### src/hw/bp_pkg.sv
/* shared types of the branch predictor: address width, 2-bit counter encoding,
   fetch request, queue entry, training command, resolve and retire report structs */
package bp_pkg;

	localparam int pc_width = 32;
	localparam int pht_idx_width = 8; // training index, covers up to 256 rows

	// 2-bit saturating counter, the msb is the prediction
	typedef logic [1:0] ctr_t;

	localparam ctr_t ctr_snt = 2'd0; // strongly not taken, reset value
	localparam ctr_t ctr_wnt = 2'd1; // weakly not taken
	localparam ctr_t ctr_wt = 2'd2; // weakly taken
	localparam ctr_t ctr_st = 2'd3; // strongly taken

	// branch presented by fetch, in program order
	typedef struct packed {
		logic [pc_width-1:0] pc;
		logic cond; // conditional branch
		logic ret; // return
	} fetch_req_t;

	// one in-flight prediction waiting for its outcome
	typedef struct packed {
		logic [pc_width-1:0] pc;
		logic pred_valid; // branch was predicted
		logic pred_taken;
	} pred_entry_t;

	// counter training command, valid travels beside it
	typedef struct packed {
		logic [pht_idx_width-1:0] idx;
		logic taken;
	} pht_update_t;

	typedef struct packed {
		logic taken; // actual outcome
	} resolve_t;

	// retire report, one per resolved branch
	typedef struct packed {
		logic [pc_width-1:0] pc;
		logic pred_valid;
		logic pred_taken;
		logic mispredict;
	} result_t;

endpackage

### src/hw/bp_top.sv
/* branch predictor top level: fetch producer, counter table,
   prediction queue and retire consumer */
`timescale 1ns/1ps

module bp_top #(
	parameter int pht_rows = 8,
	parameter int queue_depth = 4
) (
	input logic clock,
	input logic reset,

	input logic fetch_valid,
	input bp_pkg::fetch_req_t fetch_req,
	output logic fetch_ready,

	input logic resolve_valid,
	input bp_pkg::resolve_t resolve,
	output logic resolve_ready,

	output logic result_valid,
	output bp_pkg::result_t result
);

	logic [$clog2(pht_rows)-1:0] lookup_idx;
	logic lookup_taken;

	logic push_valid;
	bp_pkg::pred_entry_t push_entry;
	logic credit_return;

	logic head_valid;
	bp_pkg::pred_entry_t head_entry;
	logic pop;

	logic upd_valid;
	bp_pkg::pht_update_t upd;

	fetch_predict #(
		.pht_rows (pht_rows),
		.queue_depth (queue_depth)
	) i_fetch_predict (
		.clock (clock),
		.reset (reset),
		.fetch_valid (fetch_valid),
		.fetch_req (fetch_req),
		.fetch_ready (fetch_ready),
		.lookup_idx (lookup_idx),
		.lookup_taken (lookup_taken),
		.push_valid (push_valid),
		.push_entry (push_entry),
		.credit_return (credit_return)
	);

	pht_two_sc #(
		.pht_rows (pht_rows)
	) i_pht_two_sc (
		.clock (clock),
		.reset (reset),
		.lookup_idx (lookup_idx),
		.lookup_taken (lookup_taken),
		.upd_valid (upd_valid),
		.upd (upd)
	);

	pred_queue #(
		.queue_depth (queue_depth)
	) i_pred_queue (
		.clock (clock),
		.reset (reset),
		.push_valid (push_valid),
		.push_entry (push_entry),
		.head_valid (head_valid),
		.head_entry (head_entry),
		.pop (pop),
		.credit_return (credit_return)
	);

	retire_check #(
		.pht_rows (pht_rows)
	) i_retire_check (
		.clock (clock),
		.reset (reset),
		.resolve_valid (resolve_valid),
		.resolve (resolve),
		.resolve_ready (resolve_ready),
		.head_valid (head_valid),
		.head_entry (head_entry),
		.pop (pop),
		.upd_valid (upd_valid),
		.upd (upd),
		.result_valid (result_valid),
		.result (result)
	);

endmodule

### src/hw/fetch_predict.sv
/* fetch side producer: credit counter, prediction lookup
   and registered push of queue entries */
`timescale 1ns/1ps

module fetch_predict #(
	parameter int pht_rows = 8,
	parameter int queue_depth = 4
) (
	input logic clock,
	input logic reset,

	input logic fetch_valid,
	input bp_pkg::fetch_req_t fetch_req,
	output logic fetch_ready,

	output logic [$clog2(pht_rows)-1:0] lookup_idx,
	input logic lookup_taken,

	output logic push_valid,
	output bp_pkg::pred_entry_t push_entry,

	input logic credit_return
);

	localparam int idx_w = $clog2(pht_rows);
	localparam int cred_w = $clog2(queue_depth + 1);

	logic [cred_w-1:0] credits; // free queue slots not yet claimed
	logic accept;
	logic predict;

	assign fetch_ready = (credits != '0);
	assign accept = fetch_valid & fetch_ready;

	// word address bits, byte offset dropped
	assign lookup_idx = fetch_req.pc[idx_w+1:2];

	// only conditional non-return branches go through the table
	assign predict = fetch_req.cond & ~fetch_req.ret;

	always_ff @(posedge clock) begin
		if (reset) begin
			credits <= cred_w'(queue_depth);
			push_valid <= 1'b0;
		end else begin
			case ({accept, credit_return})
				2'b10: credits <= credits - 1'b1;
				2'b01: credits <= credits + 1'b1;
				default: credits <= credits; // both at once cancel out
			endcase
			push_valid <= accept;
		end
	end

	// entry payload, captured on acceptance only
	always_ff @(posedge clock) begin
		if (accept) begin
			push_entry.pc <= fetch_req.pc;
			push_entry.pred_valid <= predict;
			push_entry.pred_taken <= predict & lookup_taken;
		end
	end

	// credits come back from the queue one per pop, never more than issued
	a_credit_bound: assert property (
		@(posedge clock) disable iff (reset)
		credits <= queue_depth
	) else $error("credit count %0d above queue depth", credits);

endmodule

### src/hw/pht_two_sc.sv
/* pattern history table of 2-bit saturating counters
   with lookup port, training port and same-cycle forwarding */
`timescale 1ns/1ps

module pht_two_sc #(
	parameter int pht_rows = 8
) (
	input logic clock,
	input logic reset,

	input logic [$clog2(pht_rows)-1:0] lookup_idx,
	output logic lookup_taken,

	input logic upd_valid,
	input bp_pkg::pht_update_t upd
);

	localparam int idx_w = $clog2(pht_rows);

	bp_pkg::ctr_t [pht_rows-1:0] pht;
	bp_pkg::ctr_t [pht_rows-1:0] next_pht;
	logic [idx_w-1:0] upd_row;

	// one step toward the outcome, saturating at both ends
	function automatic bp_pkg::ctr_t ctr_step(input bp_pkg::ctr_t cur, input logic taken);
		bp_pkg::ctr_t nxt;
		case (cur)
			bp_pkg::ctr_snt: begin
				nxt = taken ? bp_pkg::ctr_wnt : bp_pkg::ctr_snt;
			end
			bp_pkg::ctr_wnt: begin
				nxt = taken ? bp_pkg::ctr_wt : bp_pkg::ctr_snt;
			end
			bp_pkg::ctr_wt: begin
				nxt = taken ? bp_pkg::ctr_st : bp_pkg::ctr_wnt;
			end
			default: begin
				nxt = taken ? bp_pkg::ctr_st : bp_pkg::ctr_wt;
			end
		endcase
		return nxt;
	endfunction

	assign upd_row = upd.idx[idx_w-1:0]; // upper idx bits are zero

	always_comb begin
		next_pht = pht;
		if (upd_valid) begin
			next_pht[upd_row] = ctr_step(pht[upd_row], upd.taken);
		end
	end

	// lookup reads the next state so a training this cycle is already visible
	assign lookup_taken = next_pht[lookup_idx][1];

	always_ff @(posedge clock) begin
		if (reset) begin
			for (int i = 0; i < pht_rows; i++) begin
				pht[i] <= bp_pkg::ctr_snt;
			end
		end else begin
			pht <= next_pht;
		end
	end

	// the retire side must never address a row outside the table
	a_upd_idx_range: assert property (
		@(posedge clock) disable iff (reset)
		upd_valid |-> (upd.idx < pht_rows)
	) else $error("pht update index %0d out of range", upd.idx);

endmodule

### src/hw/pred_queue.sv
/* circular FIFO of in-flight predictions,
   returns one credit to the producer per pop */
`timescale 1ns/1ps

module pred_queue #(
	parameter int queue_depth = 4
) (
	input logic clock,
	input logic reset,

	input logic push_valid,
	input bp_pkg::pred_entry_t push_entry,

	output logic head_valid,
	output bp_pkg::pred_entry_t head_entry,
	input logic pop,

	output logic credit_return
);

	localparam int ptr_w = (queue_depth > 1) ? $clog2(queue_depth) : 1;
	localparam int cnt_w = $clog2(queue_depth + 1);

	bp_pkg::pred_entry_t mem [queue_depth];
	logic [ptr_w-1:0] wr_ptr;
	logic [ptr_w-1:0] rd_ptr;
	logic [cnt_w-1:0] count;
	logic full;

	// wrap explicitly, depth need not be a power of two
	function automatic logic [ptr_w-1:0] next_ptr(input logic [ptr_w-1:0] ptr);
		if (ptr == ptr_w'(queue_depth - 1)) begin
			return '0;
		end
		return ptr + 1'b1;
	endfunction

	assign head_valid = (count != '0);
	assign head_entry = mem[rd_ptr];
	assign full = (count == cnt_w'(queue_depth));

	always_ff @(posedge clock) begin
		if (reset) begin
			wr_ptr <= '0;
			rd_ptr <= '0;
			count <= '0;
			credit_return <= 1'b0;
		end else begin
			if (push_valid) wr_ptr <= next_ptr(wr_ptr);
			if (pop) rd_ptr <= next_ptr(rd_ptr);
			case ({push_valid, pop})
				2'b10: count <= count + 1'b1;
				2'b01: count <= count - 1'b1;
				default: count <= count;
			endcase
			credit_return <= pop; // slot freed, producer may claim it next cycle
		end
	end

	always_ff @(posedge clock) begin
		if (push_valid) begin
			mem[wr_ptr] <= push_entry;
		end
	end

	// producer holds a credit for every push
	a_no_push_full: assert property (
		@(posedge clock) disable iff (reset)
		push_valid |-> !full
	) else $error("push into full prediction queue");

	// consumer only pops behind resolve_ready
	a_no_pop_empty: assert property (
		@(posedge clock) disable iff (reset)
		pop |-> head_valid
	) else $error("pop from empty prediction queue");

endmodule

### src/hw/retire_check.sv
/* retire side consumer: pairs outcomes with the oldest prediction,
   flags mispredictions, trains the table and registers the report */
`timescale 1ns/1ps

module retire_check #(
	parameter int pht_rows = 8
) (
	input logic clock,
	input logic reset,

	input logic resolve_valid,
	input bp_pkg::resolve_t resolve,
	output logic resolve_ready,

	input logic head_valid,
	input bp_pkg::pred_entry_t head_entry,
	output logic pop,

	output logic upd_valid,
	output bp_pkg::pht_update_t upd,

	output logic result_valid,
	output bp_pkg::result_t result
);

	localparam int idx_w = $clog2(pht_rows);

	logic accept;
	logic mispredict;

	// an outcome can only be taken when there is a prediction to match
	assign resolve_ready = head_valid;
	assign accept = resolve_valid & resolve_ready;
	assign pop = accept;

	assign mispredict = head_entry.pred_valid & (head_entry.pred_taken != resolve.taken);

	// unpredicted branches leave the counters alone
	assign upd_valid = accept & head_entry.pred_valid;

	always_comb begin
		upd = '0;
		upd.idx[idx_w-1:0] = head_entry.pc[idx_w+1:2]; // same row as the lookup
		upd.taken = resolve.taken;
	end

	always_ff @(posedge clock) begin
		if (reset) begin
			result_valid <= 1'b0;
		end else begin
			result_valid <= accept;
		end
	end

	// report payload, loaded with the accepted outcome
	always_ff @(posedge clock) begin
		if (accept) begin
			result.pc <= head_entry.pc;
			result.pred_valid <= head_entry.pred_valid;
			result.pred_taken <= head_entry.pred_taken;
			result.mispredict <= mispredict;
		end
	end

endmodule

### config.mk
export PLATFORM = sky130hd
export DESIGN_NAME = bp_top
export DESIGN_NICKNAME = d
export VERILOG_FILES = /design/src/hw/bp_pkg.sv /design/src/hw/bp_top.sv /design/src/hw/fetch_predict.sv /design/src/hw/pht_two_sc.sv /design/src/hw/pred_queue.sv /design/src/hw/retire_check.sv
export SDC_FILE = /design/constraint.sdc
export NUM_CORES = 1
export LEC_CHECK = 0
export ABC_AREA = 1
export BUFFER_PORTS_ARGS = -buffer_cell sky130_fd_sc_hd__buf_4
export CELL_PAD_IN_SITES_DETAIL_PLACEMENT = 0
export CELL_PAD_IN_SITES_GLOBAL_PLACEMENT = 2
export CORE_MARGIN = 5
export CORE_UTILIZATION = 38
export DETAILED_ROUTE_END_ITERATION = 16
export GPL_TIMING_DRIVEN = 0
export HOLD_SLACK_MARGIN = 0.02
export PLACE_DENSITY = 0.81
export SLEW_MARGIN = 20
export SYNTH_ARGS = -nofsm -noshare
export SYNTH_HDL_FRONTEND = slang
export SYNTH_SLANG_ARGS = --single-unit
### constraint.sdc
create_clock -name clock -period 2.8 [get_ports clock]
set_clock_uncertainty 0.1 [all_clocks]
set_input_delay 0.7 -clock clock [delete_from_list [all_inputs] [get_ports clock]]
set_output_delay 0.7 -clock clock [all_outputs]
set_load 0.01 [all_outputs]
Word level (Yosys, flattened, before mapping). Memories as Yosys holds them, arrays and structs flattened. A register that Yosys moved wholly into a read port is not among the register bits. Index checks and enable logic that the tools add are counted.

$add $sub $neg: 6. Eq/ne operators: 9. Reductions and logical operators: 6. Bitwise gates (word level): 7. Order comparisons: 3. Muxes and demuxes: 30.

Operators by type and width (number): 2-bit 2-to-1 mux (12); 16-bit bitwise mux (1); 16-bit 2-to-1 mux (1); 2-bit binary-select mux with 3-bit select (2); 3-bit case mux with 2 select lines (2); 2-bit == test (second input constant) (5); 1-bit 2-to-1 mux (10); 3-bit by 4-bit less-than comparator with 1-bit output (second input constant) (2); 3-bit by 1-bit adder with 3-bit output (second input constant) (2); 1-bit AND (6); 2-bit demux with 3-bit select (1); 2-bit by 1-bit == test with 1-bit output (second input constant) (3); 2-bit case mux with 3 select lines (1); 3-bit nonzero test (2); 3-bit by 1-bit subtractor with 3-bit output (second input constant) (2); 2-bit by 1-bit adder with 2-bit output (second input constant) (2); 2-bit nonzero test (2); 3-bit by 1-bit greater-or-equal comparator with 1-bit output (second input constant) (1); 2-bit zero test (1); 1-bit logical AND (1); 1-bit inequality test (1); 1-bit NOT (1).

Memory bits (writable): 136. Memories: 1. Flip-flop bits (word level): 97.

Memories: i_pred_queue.mem (words 4, bits a word 34, read ports 1, clocked after memory_dff 1, write ports 1, RTL line pred_queue.sv:24) `bp_pkg::pred_entry_t mem [queue_depth];`.

Depth between registers and ports, before layout. Gate-level depths: netlist of the first run.

Depth in word-level cells: 10. Depth in mapped cells: 20. Gate-level depth less buffers: 18.

Cells and area by module. Synthesis of the first run repeated with hierarchy kept, for this count alone.

Cells, all modules: 671. Area, all modules: 9155.0 µm².

Modules (own cells, without submodules): pred_queue (area each 5729.2 µm², instances 1, seq. area each 4284.1 µm², cells an instance 391); fetch_predict (area each 1271.2 µm², instances 1, seq. area each 1101.1 µm², cells an instance 67); retire_check (area each 1183.6 µm², instances 1, seq. area each 1071.0 µm², cells an instance 56); pht_two_sc (area each 970.9 µm², instances 1, seq. area each 320.3 µm², cells an instance 157).

Worst setup path after synthesis of the first run. Ideal clock, no wire load.

Path type: input to register. From: in resolve_valid. To: reg i_pred_queue.count[2]. Path buffers: 0. Arrival: 2709 ps. Stages on the path: 9. Slack: -131 ps. Cells stage by stage: nand2_1 -> inv_1 -> ha_1 -> inv_1 -> fa_1 -> a21oi_1 -> o21ai_0 -> o21ai_0 -> a21oi_1.

Longest elaborated chain between the ends: 3. Elaborated cells on any way between the ends: 5. Classes of those cells: eq/ne (2); mux (1); bitwise (1); reduce/logical (1).

RTL lines: from (decl) (RTL line bp_top.sv:16) `input logic resolve_valid,`; 1-bit AND (*) (RTL line retire_check.sv:33) `assign accept = resolve_valid & resolve_ready;`; via i_pred_queue.pop (RTL line pred_queue.sv:16) `input logic pop,`; 2-bit by 1-bit == test with 1-bit output / 2-bit == test (equally long branches) (RTL line pred_queue.sv:51) `case ({push_valid, pop})`; 3-bit case mux with 2 select lines / 2-bit nonzero test (equally long branches); to (signal assigned) (RTL line pred_queue.sv:52) `2'b10: count <= count + 1'b1;`; to (signal assigned) (RTL line pred_queue.sv:53) `2'b01: count <= count - 1'b1;`; to (signal assigned) (RTL line pred_queue.sv:54) `default: count <= count;`; to (decl) (RTL line pred_queue.sv:27) `logic [cnt_w-1:0] count;`.

Mark *: on every way through the listed nets, which the timed path passes. The rest lies on a longest branch. A chain may end at the register's enable or synchronous reset.

==> impl_results.md, run 1 <==
* Status: finished, final reports clean
* Clk buf depth at 3
* CTS tree: yes
* Tmin final at between 2000 and 2500 ps
* Hold_buf cts at 0
* Placeable Area at between 20,000 and 25,000 µm²
* Post-synth top area share at 0.691
* Post-synth top cells: 205 x edfxtp_1, 79 x o21ai_0, 72 x nor2_1
* Die area at ~27,000 µm²
* VDD IR max at 0.480 mV
* Area Overhead vs Synth at 21.4%
* DPL Wire Length at 11.9 mm
* NetSw at roughly 3.2 mW
* Ys flop type: edfxtp_1
* Initial antenna violation count at 0
* Clock transition at the registers of the reported paths at 60 ps
* Number of synthesized flops with an enable pin at about 210
* Storage element area at approximately 6800 µm²
* Design area at ~11,000 µm²
* Cells after synthesis at ~650
* Multi-input logic area at 1850 µm²
* Chip width at 163 µm
* Max Clock Freq at approximately 400 MHz
* CP dominant cell by count: nand3_1
* Final net count at around 810
* Crit-path max cell delay at approximately 450 ps
* Syn Std Cell Area at slightly below 9000 µm²
* GR Util All Layers at 0.142
* Cell depth of the worst hold path at 1
* Remaining Overflow, GRT at 0
* Pwr Density at about 960 nW/µm²
* Die Height at between 150 and 200 µm
* Clock Root Buffer: clkbuf_16
* Final Hold Fails at 0
* H-tree levels at 1
* Syn avg cell area at about 14 µm²
* FF-to-FF path depth at 15
* Layout cell share with drive strength beyond 1 at 0.220
* Top post-synthesis cells by area: edfxtp_1 69%, dfxtp_1 6.7%, o21ai_0 4.4%
* Arr. time, crit path at 2640 ps
* Routability-driven placement congestion ratio at a little under 0.8
* P_int at 7.21 mW
* CTS buffer count at 25
* Ys Warns at 0
* Critical Path Sink Type: flip-flop
* Maximum fanout along the worst path at 10
* DR iter-0 viols at 316
* Diodes inserted at 0
* Clk Latency, worst-skew pair at between 500 and 600 ps
* Vias per inst at around 4.8
* Slew Limit Fails at 0
* Leading area contributor after synthesis: edfxtp_1
* Distinct cell type count after synthesis at 33
* RSZ-0062 raised after global routing: no
* Vias in the first global route at approximately 5,500
* Leakage at approximately 3.9 nW
* Fillers at around 2,100
* Hold crit path type: input pin to flip-flop
* Pwr Total at around 10 mW
* Routed Antenna Nets at 0
* WL final at between 15 and 20 mm
* Fin crit share at 0.881
* Maximum number of pins on one net before global-route repair at 29
* # setup viols final at 0
* Synthesis-stage register bit count at approximately 240
* Max-slew headroom at 0.576
* # IOs at between 70 and 80
* PortBufs at between 70 and 80
* Sw Ratio at 0.304
* DR WL/cell at roughly 17 µm
* Logic pwr share at 0.245
* DRT Pass-1 Iters at 5
* Total clock sinks at 235
* DRC viols at 0
* Worst Tran Pin Value at between 600 and 700 ps
* WP data required at between 2000 and 3000 ps
* Total of max-cap violations at 0
* Placed cell area at between 10,000 and 15,000 µm²
* Register area share after synthesis at 0.758
* Via Count at between 5,000 and 6,000
* First-pass GRT wire length at between 20 and 30 mm
* Initial Utilization at 0.383
* Asr flop ratio synth at 0
* Cell Chain, Critical Path: buf_6 -> inv_4 -> buf_6 -> nand2_1 -> nand3_1 -> nand2_2 -> nor2_4 -> inv_2 -> nor3_1 -> or2_2 -> nand3_1 -> nand3_1 -> nand3_1 -> nand2_1 -> nor2_1
* Slowest cell on crit path: nor3_1
* Kind of critical path: flip-flop to flip-flop
* CP startpoint kind: flip-flop
* Most frequent cell after synthesis: edfxtp_1
* Syn_nets at between 600 and 700
* Seq pwr share at 0.448
* Clock network power share at 0.306
* Setup bufs post-CTS at 0
* Std cell rows at 56
==> kinds of logic after synthesis <==
family,share of synthesized area
AOI/OAI and AO/OA,0.0878
DFF,0.758
adders and majority gates,0.0143
buffers and inverters,0.0348
and+or+nand+nor,0.105
==> cell usage in the layout, fill, tap and decap left out, drive strengths merged <==
cell | Yosys | routed
clkinv | 0 | 8
o22ai | 30 | 30
nand2 | 75 | 75
dfxtp | 30 | 30
ha | 7 | 7
o21ai | 82 | 82
nand3b | 3 | 3
nor3 | 6 | 6
clkbuf | 19 | 52
fa | 2 | 2
inv | 44 | 44
a21oi | 27 | 27
nor2 | 73 | 73
o211a | 1 | 1
a32oi | 1 | 1
or2 | 4 | 4
nand3 | 32 | 32
bufinv | 0 | 2
edfxtp | 205 | 205
buf | 6 | 87
clkinvlp | 0 | 4
nor3b | 1 | 1
==> flip-flops by register name, indices dropped and copies added (netlist names), named ones only <==
name	flops
i_pred_queue.rd_ptr	2
i_retire_check.result	35
i_pred_queue.wr_ptr	2
i_pht_two_sc.pht	8
i_fetch_predict.push_valid	1
i_fetch_predict.push_entry	34
i_pred_queue.mem	136
i_pred_queue.count	3
i_pred_queue.credit_return	1
i_fetch_predict.credits	3
==> path summary, 6_finish.rpt <==
kind,slack (ps),from,to
max,330,flip-flop,i_fetch_predict.push_entry[0]
min,250,fetch_req[16],i_fetch_predict.push_entry[16]
max reg2reg,330,flip-flop,i_fetch_predict.push_entry[0]
min reg2reg,350,i_pred_queue.count[0],i_pred_queue.count[0]
==> area by class of cell <==
cell class | count | area share
well taps | 319 | 0.0369
clock inverters | 12 | 0.0113
clock buffers | 33 | 0.0624
multi-input cells | 344 | 0.171
inverters | 44 | 0.0161
repair inverters | 2 | 0.00116
repair buffers | 81 | 0.0641
flip-flops and latches | 235 | 0.624
plain buffers | 25 | 0.0130
==> metrics by stage <==
stage	setup slack, ps	util	instances	TNS (ps)	hold slack, ps
6_report	333	0.465	1095	0	246
5_1_grt	127	0.465	1095	0	225
4_1_cts	161	0.465	1094	0	224
3_5_place_dp	-625	0.430	1048	-1580	351
3_3_place_gp	-479	0.425	1043	-1170	333
2_1_floorplan	220	-	648	0	322
==> power groups by stage <==
stage / Clock (mW) / Combinational [mW] / Sequential [mW]
detailed placement: 0 / 2.55 / 4.73
global route: 3.42 / 2.82 / 4.69
CTS: 3.26 / 2.57 / 4.65
floorplan: 0 / 1.49 / 4.76
global placement: 0 / 2.45 / 4.71
finish: 3.18 / 2.54 / 4.65
==> worst max-delay path: cells and delay by family (launching register included) <==
kind	cells	cell delay [ps]
buffers and inverters	4	410
DFF	1	300
and+or+nand+nor	11	1400
==> routing by layer <==
metal	up-vias	routed length (µm)	track usage
met5	-	0	0
met4	0	351	0.0427
met3	26	1230	0.0260
met2	144	9260	0.243
met1	2521	8000	0.186
li1	2559	-	-
==> timing repair <==
action | 4_1_cts | 5_1_grt
pin swaps | 0 | 0
gates resized for setup | 1 | 0
endpoints found under the setup margin | 3 | 1
cloned | 1 | 1
endpoints found under the hold margin | 0 | 0
Power figures use the tool's default switching activity.
==> run 2: changes to the inputs <==
--- a/config.mk
+++ b/config.mk
@@ -14,8 +14,9 @@
 export DETAILED_ROUTE_END_ITERATION = 16
 export GPL_TIMING_DRIVEN = 0
 export HOLD_SLACK_MARGIN = 0.02
-export PLACE_DENSITY = 0.81
+export PLACE_DENSITY = 0.8
 export SLEW_MARGIN = 20
 export SYNTH_ARGS = -nofsm -noshare
 export SYNTH_HDL_FRONTEND = slang
+export SYNTH_HIERARCHICAL = 1
 export SYNTH_SLANG_ARGS = --single-unit
==> constraint.sdc (replaced) <==
create_clock -name clock -period 2.8 [get_ports clock]
set_clock_uncertainty 0.1 [all_clocks]
set_input_delay 0.7 -clock clock [delete_from_list [all_inputs] [get_ports clock]]
set_output_delay 0.7 -clock clock [all_outputs]
set_load 0.1 [all_outputs]
==> run 2 against run 1 <==
  * Combinational power is 77% higher
  * Flip-flop and latch count is 1 higher
  * Die area is 2.1% higher
  * Clock power is 13% higher
  * Critical path depth is 2 higher
  * Worst setup slack worse by 230 ps
  * Largest power group unchanged
==> impl_results.md, run 2 <==
* Status: finished, final reports clean (unchanged)
* Hold crit path type: input pin to flip-flop (unchanged)
* Final net count at 835 (was 806)
* WL final at 19.6 mm (was 18.8 mm)
* Syn avg cell area at 13.7 µm² (was 13.8 µm²)
* PortBufs at 76 (unchanged)
* Placed cell area at 10,200 µm² (was 10,000 µm²)
* Biggest regs: i_pred_queue/mem (136), i_retire_check/result (35), i_fetch_predict/push_entry (34) (was i_pred_queue.mem (136), i_retire_check.result (35), i_fetch_predict.push_entry (34))
* Commonest non-fill, non-tap cells in the layout: 205 x edfxtp_1, 101 x buf_4, 80 x nor2_1, 76 x o21ai_0, 56 x nand2_1 (was 205 x edfxtp_1, 79 x o21ai_0, 76 x buf_4, 72 x nor2_1, 54 x nand2_1)
* Placeable Area at 23,500 µm² (was 23,300 µm²)
* Die Height at 165 µm (was 163 µm)
* Maximum fanout along the worst path at 10 (unchanged)
* Maximum number of pins on one net before global-route repair at 29 (unchanged)
* Cell family with most CP delay: simple AND/OR/NAND/NOR gates (unchanged)
* DR iter-0 viols at 298 (was 316)
* DPL Wire Length at 12.4 mm (was 11.9 mm)
* DRC viols at 0 (unchanged)
* Crit-path max cell delay at 420 ps (was 450 ps)
* GR Util All Layers at 0.141 (was 0.142)
* Cells after synthesis at 665 (was 648)
* Slowest cell on crit path: dfxtp_4 (was nor3_1)
* Diodes inserted at 0 (unchanged)
* Initial Utilization at 0.387 (was 0.383)
* Syn_nets at 713 (was 696)
* Ys Warns at 6 (was 0)
* Hold_sp: fetch_req[19] (was fetch_req[16])
* Area Overhead vs Synth at 25.6% (was 21.4%)
* Routed Antenna Nets at 0 (unchanged)
* Max Clock Freq at 371 MHz (was 405 MHz)
* Initial antenna violation count at 0 (unchanged)
* Tmin final at 2690 ps (was 2470 ps)
* Kind of critical path: flip-flop to flip-flop (unchanged)
* WP data required at 2980 ps (was 2970 ps)
* Max-slew headroom at 0.613 (was 0.576)
* Clock transition at the registers of the reported paths at 60 ps (about the same)
* First-pass GRT wire length at 29.8 mm (was 29.6 mm)
* Clk buf depth at 3 (unchanged)
* Clock Root Buffer: clkbuf_16 (unchanged)
* Routability-driven placement congestion ratio at 0.765 (was 0.784)
* Slew Limit Fails at 0 (unchanged)
* R2R setup slack at 110 ps (was 330 ps)
* Hold Path Sink: i_fetch_predict/push_entry[19] (was i_fetch_predict.push_entry[16])
* Final Hold Fails at 0 (unchanged)
* Worst Tran Pin Value at 580 ps (was 632 ps)
* Largest register FFs at 136 (unchanged)
* Critical Path Sink Type: flip-flop (unchanged)
* Cell Chain, Critical Path: buf_4 -> o21ai_0 -> o22ai_2 -> inv_1 -> nor2_2 -> inv_1 -> nor2_1 -> inv_2 -> nor2_2 -> nand3_2 -> nand3_1 -> nand2_1 -> nand2_1 -> nand2_1 -> nand2_1 -> nand2_1 -> nor3b_2 (was buf_6 -> inv_4 -> buf_6 -> nand2_1 -> nand3_1 -> nand2_2 -> nor2_4 -> inv_2 -> nor3_1 -> or2_2 -> nand3_1 -> nand3_1 -> nand3_1 -> nand2_1 -> nor2_1)
* Pwr Density at 1120 nW/µm² (was 958 nW/µm²)
* Via Count at 5,476 (was 5,250)
* CTS buffer count at 27 (was 25)
* Clk Latency, worst-skew pair at 540 ps (was 530 ps)
* Die area at 27,200 µm² (was 26,600 µm²)
* CP startpoint kind: flip-flop (unchanged)
* # IOs at 77 (unchanged)
* FF-to-FF path depth at 17 (was 15)
* Std cell rows at 56 (unchanged)
* Total of max-cap violations at 0 (unchanged)
* Most common library cell in the layout ignoring fill and taps: edfxtp_1 (unchanged)
* Design area at 11,400 µm² (was 10,800 µm²)
* Remaining Overflow, GRT at 0 (unchanged)
* Arr. time, crit path at 2870 ps (was 2640 ps)
* DR WL/cell at 17.4 µm (was 17.2 µm)
* Leakage at 4.23 nW (was 3.88 nW)
* Vias per inst at 4.86 (was 4.79)
* CTS tree: yes (unchanged)
* CP dominant cell by count: nand2_1 (was nand3_1)
* RR Endpoint: i_fetch_predict/push_entry[0] (was i_fetch_predict.push_entry[0])
* Vias in the first global route at 5,589 (was 5,528)
* H-tree levels at 1 (unchanged)
* Setup WS post-layout at 105 ps (was 333 ps)
* # setup viols final at 0 (unchanged)
* Syn Std Cell Area at 9110 µm² (was 8910 µm²)
* Chip width at 165 µm (was 163 µm)
* Fin crit share at 0.962 (was 0.881)
* Pre-CTS setup slack at -321 ps (was -625 ps)
* Hold_buf cts at 0 (unchanged)
* Cell depth of the worst hold path at 1 (unchanged)
* VDD IR max at 0.629 mV (was 0.480 mV)
* Total clock sinks at 236 (was 235)
* DRT Pass-1 Iters at 5 (unchanged)
* Largest register by flop count: i_pred_queue/mem (was i_pred_queue.mem)
* Layout cell share with drive strength beyond 1 at 0.321 (was 0.220)
* Bufs and invs on worst path at 4 (unchanged)
run 2: per-stage QoR:
stage               hold slack, ps  utilization  total power, mW  TNS, ps  instances
finish                         236        0.486             12.8        0       1126
global placement               337        0.428             8.86    -1940       1060
global route                   219        0.486             13.4    -22.4       1126
CTS                            216        0.475             12.7        0       1114
detailed placement             380        0.434             9.01     -321       1066
floorplan                      329            -             7.89        0        665
run 2: worst max-delay path by stage:
stage / startpoint / end / slack, ps / cells after the start
CTS: flip-flop / i_fetch_predict/push_entry[0] / 4 / 20
global route: flip-flop / i_fetch_predict/push_entry[0] / -20 / 18
detailed placement: flip-flop / i_fetch_predict/push_entry[0] / -320 / 18
finish: flip-flop / i_fetch_predict/push_entry[0] / 110 / 17
global placement: resolve_valid / i_pred_queue/count[1] / -640 / 7
floorplan: resolve_valid / i_pred_queue/count[1] / 100 / 6
run 2: layer usage:
metal / routed length [µm] / vias up / share of wire / track usage
li1: - / 2613 / - / -
met1: 8530 / 2691 / 0.44 / 0.186
met2: 9500 / 139 / 0.49 / 0.238
met3: 1140 / 33 / 0.058 / 0.0280
met4: 387 / 0 / 0.020 / 0.0382
met5: 0 / - / 0 / 0
run 2: final cells by class:
cell class	instances	area, µm²
inverters	46	188
repair buffers	98	837
well taps	319	399
clock inverters	13	196
clock buffers	36	729
flip-flops and latches	236	6780
fillers	2082	12100
plain buffers	26	259
multi-input cells	352	2060
run 2: power breakdown:
group          internal, mW  switching, mW  total (mW)
registers              4.51          0.250        4.76
clock network          2.22           1.36        3.58
logic                  1.28           3.21        4.49
total                  8.01           4.83        12.8
run 2: timing repair:
item,in CTS,in global routing
setup buffers,1,14
resized for setup,22,50
pin swaps,3,9
gates cloned,0,1
endpoints found under the setup margin,1,1
==> run 3: changes to the inputs <==
==> constraint.sdc (replaced) <==
create_clock -name clock -period 2.8 [get_ports clock]
set_clock_uncertainty 0.1 [all_clocks]
set_input_delay 0 -clock clock [delete_from_list [all_inputs] [get_ports clock]]
set_output_delay 0 -clock clock [all_outputs]
set_load 0.1 [all_outputs]
==> run 3 against run 2 <==
  * Power is 0.27% higher
  * Clock power hardly changed
  * Design area is 3.4% higher
  * Flip-flop and latch count stayed put
  * Largest cell class unchanged
==> impl_results.md, run 3 (same netlist as run 2, synthesis figures left out) <==
* Status: finished, final reports clean (unchanged)
* CP startpoint kind: flip-flop (unchanged)
* Diodes inserted at 0 (unchanged)
* Total of max-cap violations at 0 (unchanged)
* Fin crit share at 0.961 (was 0.962)
* Critical Path Sink Type: flip-flop (unchanged)
* Bufs and invs on worst path at 4 (unchanged)
* Die Height at 165 µm (unchanged)
* Initial Utilization at 0.387 (unchanged)
* GR Util All Layers at 0.142 (was 0.141)
* Worst Tran Pin Value at 578 ps (was 580 ps)
* Placeable Area at 23,500 µm² (unchanged)
* Clk Latency, worst-skew pair at 540 ps (about the same)
* DPL Wire Length at 12.4 mm (unchanged)
* CP dominant cell by count: nand2_1 (unchanged)
* H-tree levels at 1 (unchanged)
* WP data required at 2980 ps (about the same)
* Clk buf depth at 3 (unchanged)
* Initial antenna violation count at 0 (unchanged)
* Chip width at 165 µm (unchanged)
* Cell count after placement at 1,066 (unchanged)
* Commonest non-fill, non-tap cells in the layout: 205 x edfxtp_1, 101 x buf_4, 80 x nor2_1, 76 x o21ai_0, 56 x nand2_1 (unchanged)
* Leakage at 4.39 nW (was 4.23 nW)
* Routed Antenna Nets at 0 (unchanged)
* Final Hold Slack at 85.3 ps (was 236 ps)
* Clock transition at the registers of the reported paths at 60 ps (about the same)
* DR iter-0 viols at 331 (was 298)
* DR WL/cell at 16.9 µm (was 17.4 µm)
* Biggest regs: i_pred_queue/mem (136), i_retire_check/result (35), i_fetch_predict/push_entry (34) (unchanged)
* Final Hold Fails at 0 (unchanged)
* Std cell rows at 56 (unchanged)
* DRC viols at 0 (unchanged)
* Largest register by flop count: i_pred_queue/mem (unchanged)
* # setup viols final at 0 (unchanged)
* VDD IR max at 0.630 mV (was 0.629 mV)
* First-pass GRT wire length at 30.1 mm (was 29.8 mm)
* Vias per inst at 4.82 (was 4.86)
* Area Overhead vs Synth at 29.9% (was 25.6%)
* Die area at 27,200 µm² (unchanged)
* Cell Chain, Critical Path: buf_4 -> o21ai_0 -> o22ai_2 -> inv_1 -> nor2_2 -> inv_1 -> nor2_1 -> inv_2 -> nor2_2 -> nand3_2 -> nand3_1 -> nand2_1 -> nand2_1 -> nand2_1 -> nand2_1 -> nand2_1 -> nor3b_2 (unchanged)
* Most common library cell in the layout ignoring fill and taps: edfxtp_1 (unchanged)
* Final net count at 874 (was 835)
* Maximum fanout along the worst path at 10 (unchanged)
* Cell family with most CP delay: simple AND/OR/NAND/NOR gates (unchanged)
* Slowest cell on crit path: dfxtp_4 (unchanged)
* CTS buffer count at 27 (unchanged)
* Vias in the first global route at 5,669 (was 5,589)
* Remaining Overflow, GRT at 0 (unchanged)
* Slew Limit Fails at 0 (unchanged)
* Final std cells w/o fill at 1,165 (was 1,126)
* Routability-driven placement congestion ratio at 0.765 (unchanged)
* # IOs at 77 (unchanged)
* Total clock sinks at 236 (unchanged)
* CTS tree: yes (unchanged)
* Maximum number of pins on one net before global-route repair at 29 (unchanged)
* PortBufs at 76 (unchanged)
* Largest register FFs at 136 (unchanged)
* Clock Root Buffer: clkbuf_16 (unchanged)
* Layout cell share with drive strength beyond 1 at 0.306 (was 0.321)
* Arr. time, crit path at 2870 ps (about the same)
* Max Clock Freq at 372 MHz (was 371 MHz)
* DRT Pass-1 Iters at 4 (was 5)
* Kind of critical path: flip-flop to flip-flop (unchanged)
* Crit-path max cell delay at 410 ps (was 420 ps)
* Via Count at 5,614 (was 5,476)
* Max-slew headroom at 0.614 (was 0.613)
* WL final at 19.7 mm (was 19.6 mm)
* Tmin final at 2690 ps (about the same)
* Hold crit path type: input pin to flip-flop (unchanged)
* Pwr Density at 1090 nW/µm² (was 1120 nW/µm²)
-- run 3: cell types whose count changed in the layout (fill, tap and decap cells not counted) --
cell and delta:
dlygate4sd3_1 +39
-- run 3: power by group --
group,switching [mW],leakage (nW),internal [mW]
clock,1.36,0.452,2.22
sequential,0.248,2.15,4.51
combinational,3.22,1.79,1.32
-- run 3: final timing paths --
path	start	to	cells past startpoint	slack (ps)
max	flip-flop	i_fetch_predict/push_entry[0]	17	110
min	fetch_req[30]	i_fetch_predict/push_entry[30]	2	90
max reg2reg	flip-flop	i_fetch_predict/push_entry[0]	17	110
min reg2reg	i_fetch_predict/credits[2]	i_fetch_predict/credits[2]	2	390
-- run 3: metrics by stage --
step                      power, mW  TNS [ps]  worst slack [ps]  utilization  area [µm²]
after floorplan                7.89         0               287            -        9110
after global placement         8.86     -1090              -410        0.428       10100
after detailed placement       9.01      -321              -321        0.434       10200
after CTS                      12.7         0              4.13        0.492       11600
after global routing           13.5     -22.5             -22.5        0.503       11800
final                          12.9         0               109        0.503       11800
-- run 3: layout make-up --
| cell class | count | area [µm²] |
|---|---|---|
| sequential | 236 | 6780 |
| clock inverter | 13 | 196 |
| inverter | 46 | 188 |
| timing repair buffer | 137 | 1230 |
| multi-input combinational | 352 | 2060 |
| tap | 319 | 399 |
| clock buffer | 36 | 729 |
| fill | 2053 | 11700 |
| buffer | 26 | 259 |
-- run 3: timing repair --
action	CTS	global route
cloned	0	1
resized for setup	22	50
setup endpoints to repair	1	1
endpoints found under the hold margin	72	0
pin swaps	3	9
buffers inserted	1	14
hold buffers	39	0
-- run 3: routing by layer --
metal  global-route usage  wire length, µm
met5                    0                0
met4               0.0382              387
met3               0.0257             1350
met2                0.242             9570
met1                0.188             8420
